File: config.mk
export PLATFORM = sky130hd
export DESIGN_NAME = wbc_bus_fabric_flat
export DESIGN_NICKNAME = d
export VERILOG_FILES = /design/src/design/wbc_bus_pkg.sv /design/src/design/wbc_slave_if.sv /design/src/design/wbc_bus_fabric.sv /design/src/flat_wrapper.sv
export SDC_FILE = /design/constraint.sdc
export NUM_CORES = 1
export LEC_CHECK = 0
export ABC_AREA = 0
export BUFFER_PORTS_ARGS = -buffer_cell sky130_fd_sc_hd__buf_2
export CORE_AREA = 2 2 84 86
export CTS_CLUSTER_SIZE = 25
export DETAILED_ROUTE_END_ITERATION = 12
export DIE_AREA = 0 0 86 88
export GPL_ROUTABILITY_DRIVEN = 0
export HOLD_SLACK_MARGIN = 0.05
export SLEW_MARGIN = 25
export SYNTH_ARGS = -nofsm -noshare
export SYNTH_HDL_FRONTEND = slang
export SYNTH_SLANG_ARGS = --single-unit
export TNS_END_PERCENT = 1
File: constraint.sdc
create_clock -name wb_clk -period 4 [get_ports wb_clk]
set_clock_uncertainty 0.2 [all_clocks]
set_input_delay 0.4 -clock wb_clk [delete_from_list [all_inputs] [get_ports wb_clk]]
set_output_delay 0.4 -clock wb_clk [all_outputs]
set_load 0.01 [all_outputs]
File: src/design/wbc_bus_pkg.sv
//--------------------------------------------------
// bus types and address map of the subsystem
// all addresses are byte addresses, data is 16-bit
// RAM below 040000, console at 177560, board regs at 177700
//--------------------------------------------------
package wbc_bus_pkg;

   typedef logic [15:0] bus_addr_t;       // byte address
   typedef logic [15:0] bus_data_t;       // data word
   typedef logic [1:0]  bus_sel_t;        // byte lanes, bit 0 is the low byte

   typedef enum logic [1:0]
   {
      RAM,                                // 8K words of RAM
      UART,                               // console transmitter
      SYSREG,                             // board registers
      NONE                                // unmapped, fabric answers
   } slave_id_t;

   localparam logic [1:0] RAM_TOP_BITS = 2'b00;          // adr[15:14] of the RAM window
   localparam bus_addr_t  UART_BASE    = 16'o177560;     // 8 bytes, 177560..177567
   localparam bus_addr_t  SYSREG_BASE  = 16'o177700;     // 16 bytes, 177700..177717

endpackage

File: src/design/wbc_slave_if.sv
//--------------------------------------------------
// one decoded slave port of the Wishbone fabric
// stb already carries cyc and the address decode
// the master holds stb until ack is seen
//--------------------------------------------------
`timescale 1ns/1ps

interface wbc_slave_if import wbc_bus_pkg::*; ();

   bus_addr_t adr;                        // byte address
   bus_data_t dat_w;                      // write data
   bus_data_t dat_r;                      // read data, valid with ack
   logic      we;                         // 1 = write
   bus_sel_t  sel;                        // byte lanes
   logic      stb;                        // qualified strobe
   logic      ack;                        // slave acknowledge

   modport master
   (
      output adr, dat_w, we, sel, stb,
      input  dat_r, ack
   );

   modport slave
   (
      input  adr, dat_w, we, sel, stb,
      output dat_r, ack
   );

endinterface

File: src/design/wbc_bus_fabric.sv
//--------------------------------------------------
// address decode, read mux and ack merge
// unmapped accesses get a one-cycle ack, reads return 0
// one master only, no arbitration
//--------------------------------------------------
`timescale 1ns/1ps

module wbc_bus_fabric import wbc_bus_pkg::*;
(
   input  logic        wb_clk,
   input  logic        reset_i,
   input  bus_addr_t   wb_adr_i,
   input  bus_data_t   wb_dat_i,
   input  logic        wb_we_i,
   input  bus_sel_t    wb_sel_i,
   input  logic        wb_cyc_i,
   input  logic        wb_stb_i,
   output bus_data_t   wb_dat_o,
   output logic        wb_ack_o,
   wbc_slave_if.master ram_m,
   wbc_slave_if.master uart_m,
   wbc_slave_if.master sys_m
);

   slave_id_t sid;                        // decoded target
   logic      req;                        // live bus request
   logic      none_ack;                   // ack for unmapped space

   assign req = wb_cyc_i & wb_stb_i;

   always_comb
   begin
      if (wb_adr_i[15:14] == RAM_TOP_BITS)
         sid = RAM;
      else if (wb_adr_i[15:3] == UART_BASE[15:3])
         sid = UART;
      else if (wb_adr_i[15:4] == SYSREG_BASE[15:4])
         sid = SYSREG;
      else
         sid = NONE;
   end

   assign ram_m.adr    = wb_adr_i;
   assign ram_m.dat_w  = wb_dat_i;
   assign ram_m.we     = wb_we_i;
   assign ram_m.sel    = wb_sel_i;
   assign ram_m.stb    = req & (sid == RAM);
   assign uart_m.adr   = wb_adr_i;
   assign uart_m.dat_w = wb_dat_i;
   assign uart_m.we    = wb_we_i;
   assign uart_m.sel   = wb_sel_i;
   assign uart_m.stb   = req & (sid == UART);
   assign sys_m.adr    = wb_adr_i;
   assign sys_m.dat_w  = wb_dat_i;
   assign sys_m.we     = wb_we_i;
   assign sys_m.sel    = wb_sel_i;
   assign sys_m.stb    = req & (sid == SYSREG);

   always_ff @(posedge wb_clk)
   begin
      if (reset_i)
         none_ack <= 1'b0;
      else
         none_ack <= req & (sid == NONE) & ~none_ack;   // one pulse per access
   end

   always_comb
   begin
      case (sid)
         RAM:     wb_dat_o = ram_m.dat_r;
         UART:    wb_dat_o = uart_m.dat_r;
         SYSREG:  wb_dat_o = sys_m.dat_r;
         default: wb_dat_o = '0;          // unmapped reads as zero
      endcase
   end

   assign wb_ack_o = ram_m.ack | uart_m.ack | sys_m.ack | none_ack;

endmodule

File: src/flat_wrapper.sv
// flat-port wrapper written by rule: the top's interface ports become plain ports
module wbc_bus_fabric_flat import wbc_bus_pkg::*;
  (wb_clk, reset_i, wb_adr_i, wb_dat_i, wb_we_i, wb_sel_i, wb_cyc_i, wb_stb_i, wb_dat_o, wb_ack_o, ram_m_adr, ram_m_dat_w, ram_m_we, ram_m_sel, ram_m_stb, ram_m_dat_r, ram_m_ack, uart_m_adr, uart_m_dat_w, uart_m_we, uart_m_sel, uart_m_stb, uart_m_dat_r, uart_m_ack, sys_m_adr, sys_m_dat_w, sys_m_we, sys_m_sel, sys_m_stb, sys_m_dat_r, sys_m_ack);
  wbc_slave_if ram_m_i ();
  wbc_slave_if uart_m_i ();
  wbc_slave_if sys_m_i ();
  input  logic wb_clk;
  input  logic reset_i;
  input  bus_addr_t wb_adr_i;
  input  bus_data_t wb_dat_i;
  input  logic wb_we_i;
  input  bus_sel_t wb_sel_i;
  input  logic wb_cyc_i;
  input  logic wb_stb_i;
  output bus_data_t wb_dat_o;
  output logic wb_ack_o;
  output wire logic [$bits(ram_m_i.adr)-1:0] ram_m_adr;
  output wire logic [$bits(ram_m_i.dat_w)-1:0] ram_m_dat_w;
  output wire logic [$bits(ram_m_i.we)-1:0] ram_m_we;
  output wire logic [$bits(ram_m_i.sel)-1:0] ram_m_sel;
  output wire logic [$bits(ram_m_i.stb)-1:0] ram_m_stb;
  input wire logic [$bits(ram_m_i.dat_r)-1:0] ram_m_dat_r;
  input wire logic [$bits(ram_m_i.ack)-1:0] ram_m_ack;
  output wire logic [$bits(uart_m_i.adr)-1:0] uart_m_adr;
  output wire logic [$bits(uart_m_i.dat_w)-1:0] uart_m_dat_w;
  output wire logic [$bits(uart_m_i.we)-1:0] uart_m_we;
  output wire logic [$bits(uart_m_i.sel)-1:0] uart_m_sel;
  output wire logic [$bits(uart_m_i.stb)-1:0] uart_m_stb;
  input wire logic [$bits(uart_m_i.dat_r)-1:0] uart_m_dat_r;
  input wire logic [$bits(uart_m_i.ack)-1:0] uart_m_ack;
  output wire logic [$bits(sys_m_i.adr)-1:0] sys_m_adr;
  output wire logic [$bits(sys_m_i.dat_w)-1:0] sys_m_dat_w;
  output wire logic [$bits(sys_m_i.we)-1:0] sys_m_we;
  output wire logic [$bits(sys_m_i.sel)-1:0] sys_m_sel;
  output wire logic [$bits(sys_m_i.stb)-1:0] sys_m_stb;
  input wire logic [$bits(sys_m_i.dat_r)-1:0] sys_m_dat_r;
  input wire logic [$bits(sys_m_i.ack)-1:0] sys_m_ack;
  assign ram_m_adr = ram_m_i.adr;
  assign ram_m_dat_w = ram_m_i.dat_w;
  assign ram_m_we = ram_m_i.we;
  assign ram_m_sel = ram_m_i.sel;
  assign ram_m_stb = ram_m_i.stb;
  assign ram_m_i.dat_r = ram_m_dat_r;
  assign ram_m_i.ack = ram_m_ack;
  assign uart_m_adr = uart_m_i.adr;
  assign uart_m_dat_w = uart_m_i.dat_w;
  assign uart_m_we = uart_m_i.we;
  assign uart_m_sel = uart_m_i.sel;
  assign uart_m_stb = uart_m_i.stb;
  assign uart_m_i.dat_r = uart_m_dat_r;
  assign uart_m_i.ack = uart_m_ack;
  assign sys_m_adr = sys_m_i.adr;
  assign sys_m_dat_w = sys_m_i.dat_w;
  assign sys_m_we = sys_m_i.we;
  assign sys_m_sel = sys_m_i.sel;
  assign sys_m_stb = sys_m_i.stb;
  assign sys_m_i.dat_r = sys_m_dat_r;
  assign sys_m_i.ack = sys_m_ack;
  wbc_bus_fabric u_core (.wb_clk(wb_clk), .reset_i(reset_i), .wb_adr_i(wb_adr_i), .wb_dat_i(wb_dat_i), .wb_we_i(wb_we_i), .wb_sel_i(wb_sel_i), .wb_cyc_i(wb_cyc_i), .wb_stb_i(wb_stb_i), .wb_dat_o(wb_dat_o), .wb_ack_o(wb_ack_o), .ram_m(ram_m_i), .uart_m(uart_m_i), .sys_m(sys_m_i));
endmodule
## After elaboration in Yosys (flattened, before gate mapping)

Cells that the tools add are included.
W data, S select, Z words.

| word-level totals | value |
|---|---|
| register bits after elaboration | 1 |
| bits in latches | 0 |
| memory bits (writable) | 0 |
| ROM bits | 0 |
| input port bits | 90 |
| output and inout port bits | 125 |
| word-level logic and storage cells | 22 |
| memories | 0 |

| cells by class | value |
|---|---|
| add/subtract/negate cells | 0 |
| multipliers | 0 |
| div/mod/pow operators | 0 |
| magnitude comparators | 0 |
| eq/ne operators | 5 |
| shift operators | 0 |
| mux-type cells | 4 |
| bitwise operators | 10 |
| reduce and logical (&&, ||, !) cells | 2 |

Operators with widths:

| operator | number |
|---|---|
| $pmux W16 S3 | 1 |
| $eq A13 B13 Y1 const B | 1 |
| $eq A12 B12 Y1 const B | 1 |
| $and A1 B1 Y1 | 6 |
| $eq A2 B2 Y1 const B | 2 |
| $logic_not A2 Y1 | 2 |
| $mux W2 | 2 |
| $or A1 B1 Y1 | 3 |
| $eq A2 B1 Y1 const B | 1 |
| $mux W1 | 1 |
| $not A1 Y1 | 1 |

## Logic depth before layout (Yosys ltp)

Gate-level depths: netlist (run 1).

| depth | value |
|---|---|
| depth after elaboration | 7 |
| depth in mapped cells | 6 |
| depth with buffers taken out | 4 |

## Least setup slack after synthesis (run 1)

No wires, ideal clock.

| timing | value |
|---|---|
| path type | input-to-output |
| start point | in wb_adr_i[3] |
| end point | out wb_dat_o[0] |
| data arrival time | 1.427 ns |
| data required time | 3.400 ns |
| setup slack | 1.973 ns |
| stages | 6 |
| buffers on the path | 2 |
| path through | and4bb_4 > and4_1 > buf_6 > buf_8 > a22oi_2 > a21oi_2 |

| between the ends | value |
|---|---|
| word-level cells in the longest chain between the ends | 5 |
| elaborated cells on any way between the ends | 7 |
| classes of those cells | eq/ne: 3; mux: 3; reduce/logical: 1 |

Ends and longest elaborated chain:

| item | RTL line | source |
|---|---|---|
| from (decl) | flat_wrapper.sv:9 | `input bus_addr_t wb_adr_i;` |
| $eq A13 B13 Y1 (*) | wbc_bus_fabric.sv:35 | `else if (wb_adr_i[15:3] == UART_BASE[15:3])` |
| $mux W2 (*) | wbc_bus_fabric.sv:35 |  |
| $mux W2 (*) | wbc_bus_fabric.sv:33 | `if (wb_adr_i[15:14] == RAM_TOP_BITS)` |
| $eq A2 B2 Y1, or another cell as far along | wbc_bus_fabric.sv:69 | `case (sid)` |
| $pmux W16 S3 (*) | wbc_bus_fabric.sv:69 |  |
| to (decl) | flat_wrapper.sv:15 | `output bus_data_t wb_dat_o;` |

Mark *: on every way between the ends. The rest lies on a longest branch, timed or not.

## Worst setup path after layout (run 1)

| timing | value |
|---|---|
| start point | in wb_adr_i[3] |
| end point | out wb_dat_o[13] |

Same word-level chain as after synthesis.

==> results of run 1 <==
## metal layers
metal / global-route usage / wire length (µm)
met1: 0.0977 / 1310
met2: 0.163 / 1970
met3: 0.00848 / 349
met4: 0.0375 / 170
met5: 0 / 0
## power by group
part           total (mW)  switching (mW)  internal [mW]
Sequential         0.0108        0.000195         0.0106
Clock                   0               0              0
Combinational       0.121          0.0633         0.0572
## layout by cell type, fill, tap and decap left out
cell type / instances
and3_1: 1
and2_1: 1
nor4b_1: 1
a21oi_1: 6
a21oi_2: 10
nor3_1: 2
a22oi_1: 6
buf_4: 1
a41oi_4: 1
nor2_2: 1
and4bb_4: 1
buf_2: 126
a22oi_2: 10
or3b_1: 1
nor2b_1: 1
o22a_4: 1
dfxtp_1: 1
nand2_1: 19
nand3_1: 2
and4_1: 2
or4_1: 1
nor4_1: 1
## synth_stat cells (all sizes together)
cell / n
nand3: 2
nor2: 1
nor4: 1
a22oi: 16
and4bb: 1
nor3: 2
dfxtp: 1
nor2b: 1
a41oi: 1
and2: 1
or3b: 1
buf: 110
o22a: 1
nand2: 19
or4: 1
nor4b: 1
and3: 1
and4: 2
a21oi: 16
## logic make-up after synthesis
group,after synthesis
buffers and inverters,110
and+or+nand+nor,34
AOI/OAI and AO/OA,34
DFF,1
## area by class of cell
type                       count  area (µm²)
timing repair buffer         127         638
multi-input combinational     68         514
tap                           80         100
fill                         757        5370
sequential                     1        20.0
## metrics by stage
step	worst slack (ps)	hold WS (ps)	instances	utilization	total power, mW
3_3_place_gp	1240	211	276	0.192	0.132
4_1_cts	1170	221	276	0.192	0.133
6_report	1220	218	276	0.192	0.131
3_5_place_dp	1170	221	276	0.192	0.133
5_1_grt	1030	240	276	0.192	0.144
2_1_floorplan	1970	188	179	-	0.158
## worst paths after layout
check                                                start                         end  slack (ps)  cells past startpoint
worst max-delay path                           wb_adr_i[3]                wb_dat_o[13]        1220                      6
worst min-delay path            u_core.none_ack$_SDFF_PP0_  u_core.none_ack$_SDFF_PP0_         220                      1
worst max register to register  u_core.none_ack$_SDFF_PP0_  u_core.none_ack$_SDFF_PP0_        3140                      1
worst min register to register  u_core.none_ack$_SDFF_PP0_  u_core.none_ack$_SDFF_PP0_         220                      1
## worst max-delay path, cell delays in order
cell	delay [ps]
buf_2	110
and4bb_4	360
and4_1	820
a22oi_1	140
a21oi_1	180
buf_2	150
==> results.md, run 1 <==
- Final period utilization: 0.694
- Post-Synth Simple-Gate Area: 0.131
- First-pass GRT wire length: around 5300 µm
- # resized after CTS: 0
- Share of cells above drive strength 1: 0.770
- Post-synthesis compound-gate area fraction: 0.243
- Avg Inst Size Synth: around 7.7 µm²
- Post-synthesis mux area share: 0
- Diodes inserted: 0
- Area share of the largest cell type after synthesis: 0.581
- CP Capture Type: output port
- CP Launch Type: input pin
- Synthesized instance count: approximately 180
- CORE AREA: between 0.006 and 0.007 mm²
- Mapped Nets: approximately 270
- Min Clock Period, post-route: 2780 ps
- Drt drc: 0
- Final count of hold timing violations: 0
- Warning count from the yosys run: 0
- IO Port Bufs: between 100 and 150
- RSZ-0062 raised after global routing: no
- Synth Area in Adders: 0
- Placed Area: between 0.001 and 0.0015 mm²
- Remaining global-route overflow: 0
- Top post-synthesis cells by area: buf_4, a22oi_2, a21oi_2, nand2_1, a22oi_1
- Synth Register Bits: 1
- Number of global-route vias before repair: between 900 and 1k
- Fmax achieved: 0.360 GHz
- Most flops, register: u_core.none_ack
- Die Y: about 90 µm
- Pleak: ~0.66 nW
- Largest family of logic cells by synthesized area: buffers and inverters
- Clk slew on worst S/H paths: 0 ps
- Largest net degree at the start of global routing: 18
- Post-synthesis sequential area ratio: 0.0146
- WS Path Type: input pin to output port
- Via density: 4.04
- Critical path arrival: approximately 2200 ps
- P&R area growth vs syn: -7.12%
- Worst relative slew slack: 0.387
- Max reg flops: 1
- Starting density of the core: 0.206
- HP Class: flip-flop to flip-flop
- Initial antenna violation count: 0
- Final wirelength: between 3000 and 4000 µm
- DRT Pass-1 Iters: 3
- Top Registers: u_core.none_ack: 1 flops
- I/O Pins: ~220
- All-layer global routing usage: 0.0861
- Routed Antenna Nets: 0
- Max-slew violation count: 0
- Yosys top cell by area: buf_4
- Least-Margin Pin Slew: slightly above 900 ps
- Setup_tns: 0 ps
- DR WL/cell: 13.8 µm
- Status: completed
- Worst vdd ir: ~0.000022 V
- Distinct cells, synth: 24
- Setup bufs post-CTS: 0
- Max Cap Viol: 0
- Design area: 0.00127 mm²
- DIE AREA: approximately 0.0076 mm²
- Xor/xnor share of the synthesized area: 0
- Clock Latency Late Sink: 0 ps
- Power per cell area: between 100 and 150 mW/mm²
- Worst path required time: between 3000 and 4000 ps
- Cell Area, Synth: between 0.001 and 0.0015 mm²
- Hold Buf Count CTS: 0
- Worst Path Max Fanout: 16
- Nets: between 200 and 300
- Final setup violation count: 0
- FP Rows: 30
- Iter 0 DRT Violations: 23
- DIE WIDTH: ~86 µm
- Total vias in the final route: about 1.1k
Power figures use the tool's default switching activity.
==> run 2, diff against run 1 <==
==> constraint.sdc (replaced) <==
create_clock -name wb_clk -period 2.25 [get_ports wb_clk]
set_clock_uncertainty 0.2 [all_clocks]
set_input_delay 0.225 -clock wb_clk [delete_from_list [all_inputs] [get_ports wb_clk]]
set_output_delay 0.225 -clock wb_clk [all_outputs]
set_load 0.01 [all_outputs]
==> run 2 against run 1 <==
  * Sequential power is 77% higher
  * Combinational power is 79% higher
  * Register-to-register slack worse by 1700 ps
  * First-iteration DRC count is 74% lower
  * Sequential share of layout area hardly changed
  * Wire length is 2.6% higher
  * Largest power group unchanged
  * Highest routed layer unchanged
==> results.md, run 2 (same netlist as run 1, synthesis figures left out) <==
- Status: completed
- Most common cell after layout, fill and taps aside: buf_2
- Most frequent cells in the layout: buf_2, nand2_1, a22oi_2, a21oi_2
- CP Capture Type: output port
- All-layer global routing usage: 0.0881 (+0.00197)
- Final setup violation count: 0 (unchanged)
- Worst path required time: 1820 ps (-1580 ps)
- Int Power: 0.122 mW (+80%)
- Least-Margin Pin Slew: 386 ps (-533 ps)
- # resized after CTS: 0 (unchanged)
- IO Port Bufs: 126 (unchanged)
- Max-slew violation count: 0 (unchanged)
- Sequential share of power: 0.081 (about the same)
- DIE AREA: 0.00757 mm² (unchanged)
- Iter 0 DRT Violations: 6 (-74%)
- Remaining global-route overflow: 0 (unchanged)
- I/O Pins: 215 (unchanged)
- Final wirelength: 3900 µm (+2.6%)
- Net Switching: 0.114 mW (+80%)
- Critical path arrival: 1570 ps (-610 ps)
- Final count of hold timing violations: 0 (unchanged)
- Total vias in the final route: 1,148 (+2.9%)
- Hold Buf Count CTS: 0 (unchanged)
- Top Registers: u_core.none_ack: 1 flops
- WS Path Type: input pin to output port
- Setup bufs post-CTS: 0 (unchanged)
- Diodes inserted: 0 (unchanged)
- Worst vdd ir: 0.0000380 V (+70%)
- Initial antenna violation count: 0 (unchanged)
- Pleak: 0.679 nW (+2.3%)
- Largest net degree at the start of global routing: 18 (unchanged)
- Sw frac: 0.484 (about the same)
- Fmax achieved: approximately 0.5 GHz
- Worst relative slew slack: 0.742 (+0.355)
- Hold depth: 2 (+1)
- Placed Area: 0.00129 mm² (+1.8%)
- Clock Latency Late Sink: 0 ps (unchanged)
- Share of cells above drive strength 1: 0.774 (+0.00346)
- Die Y: 88 µm (unchanged)
- Worst Reg-to-Reg Cells: 1 (unchanged)
- CORE AREA: 0.00664 mm² (unchanged)
- Number of global-route vias before repair: 1,051 (+6.7%)
- Via density: 4.11 (+1.8%)
- DIE WIDTH: 86 µm (unchanged)
- Most flops, register: u_core.none_ack
- Design area: 0.00129 mm² (+1.8%)
- Starting density of the core: 0.206 (unchanged)
- Routed Antenna Nets: 0 (unchanged)
- RSZ-0062 raised after global routing: no
- DP HPWL: 3260 µm
- Reg2Reg Setup Slack: 1400 ps (-1740 ps)
- Nets: 291 (+1.0%)
- Drt drc: 0 (unchanged)
- Worst Path Max Fanout: 12 (-4)
- Max Cap Viol: 0 (unchanged)
- Power per cell area: 182 mW/mm² (+76%)
- FP Rows: 30 (unchanged)
- P&R area growth vs syn: -5.48%
- DRT Pass-1 Iters: 3 (unchanged)
- R2r endpoint: u_core.none_ack$_SDFF_PP0_
- Min Clock Period, post-route: 1990 ps
- Setup_tns: 0 ps (unchanged)
- FF-to-FF Start: u_core.none_ack$_SDFF_PP0_
- DR WL/cell: 14.0 µm (+1.5%)
- Power share of the clock group: 0 (unchanged)
- CP endpoint: wb_dat_o[2]
- Max reg flops: 1 (unchanged)
- Critical Path Start: wb_adr_i[3]
- Final period utilization: 0.885
- First-pass GRT wire length: 5380 µm (+2.0%)
- HP Class: input pin to flip-flop
- CP Launch Type: input pin
- Clk slew on worst S/H paths: 0 ps (unchanged)
- Comb pwr share: 0.919 (about the same)
==> run 2: cell types whose count changed in the layout (fill, tap and decap cells not counted) <==
cell,previous run,this run
buf_4,1,4
==> run 2: routing by layer <==
| layer | GRT usage | up-vias | routed length [µm] |
|---|---|---|---|
| met3 | 0.00943 | 30 | 348 |
| met1 | 0.0927 | 505 | 1340 |
| met2 | 0.171 | 72 | 2020 |
| met4 | 0.0476 | 0 | 193 |
| met5 | 0 | - | 0 |
| li1 | - | 541 | - |
==> run 2: power groups by stage <==
stage | logic (mW) | clock network, mW | registers (mW)
2_1_floorplan | 0.261 | 0 | 0.0190
3_3_place_gp | 0.218 | 0 | 0.0191
3_5_place_dp | 0.220 | 0 | 0.0191
4_1_cts | 0.221 | 0 | 0.0191
5_1_grt | 0.239 | 0 | 0.0191
6_report | 0.217 | 0 | 0.0191
==> run 2: worst min path at each step <==
stage / start / endpoint
CTS: reset_i / u_core.none_ack$_SDFF_PP0_
detailed placement: reset_i / u_core.none_ack$_SDFF_PP0_
global placement: reset_i / u_core.none_ack$_SDFF_PP0_
floorplan: reset_i / u_core.none_ack$_SDFF_PP0_
finish: reset_i / u_core.none_ack$_SDFF_PP0_
global route: reset_i / u_core.none_ack$_SDFF_PP0_
==> run 2: worst max-delay path: stages <==
cell      delay [ps]
buf_2            110
and4bb_4         360
and4_1           220
buf_4            260
a22oi_2          100
a21oi_2          140
buf_2            140
==> run 2: layout make-up <==
class | count | area (µm²)
Timing Repair Buffer | 130 | 661
Tap cell | 80 | 100
Multi-Input combinational cell | 68 | 514
Sequential cell | 1 | 20.0
Fill cell | 750 | 5350
==> run 2: through the flow <==
stage / utilization / setup WS (ps) / hold WS, ps / power [mW] / instances
2_1_floorplan: - / 573 / 102 / 0.280 / 179
3_5_place_dp: 0.195 / 248 / 195 / 0.240 / 279
3_3_place_gp: 0.195 / 281 / 189 / 0.237 / 279
4_1_cts: 0.195 / 247 / 195 / 0.240 / 279
6_report: 0.195 / 260 / 202 / 0.236 / 279
5_1_grt: 0.195 / 148 / 209 / 0.259 / 279
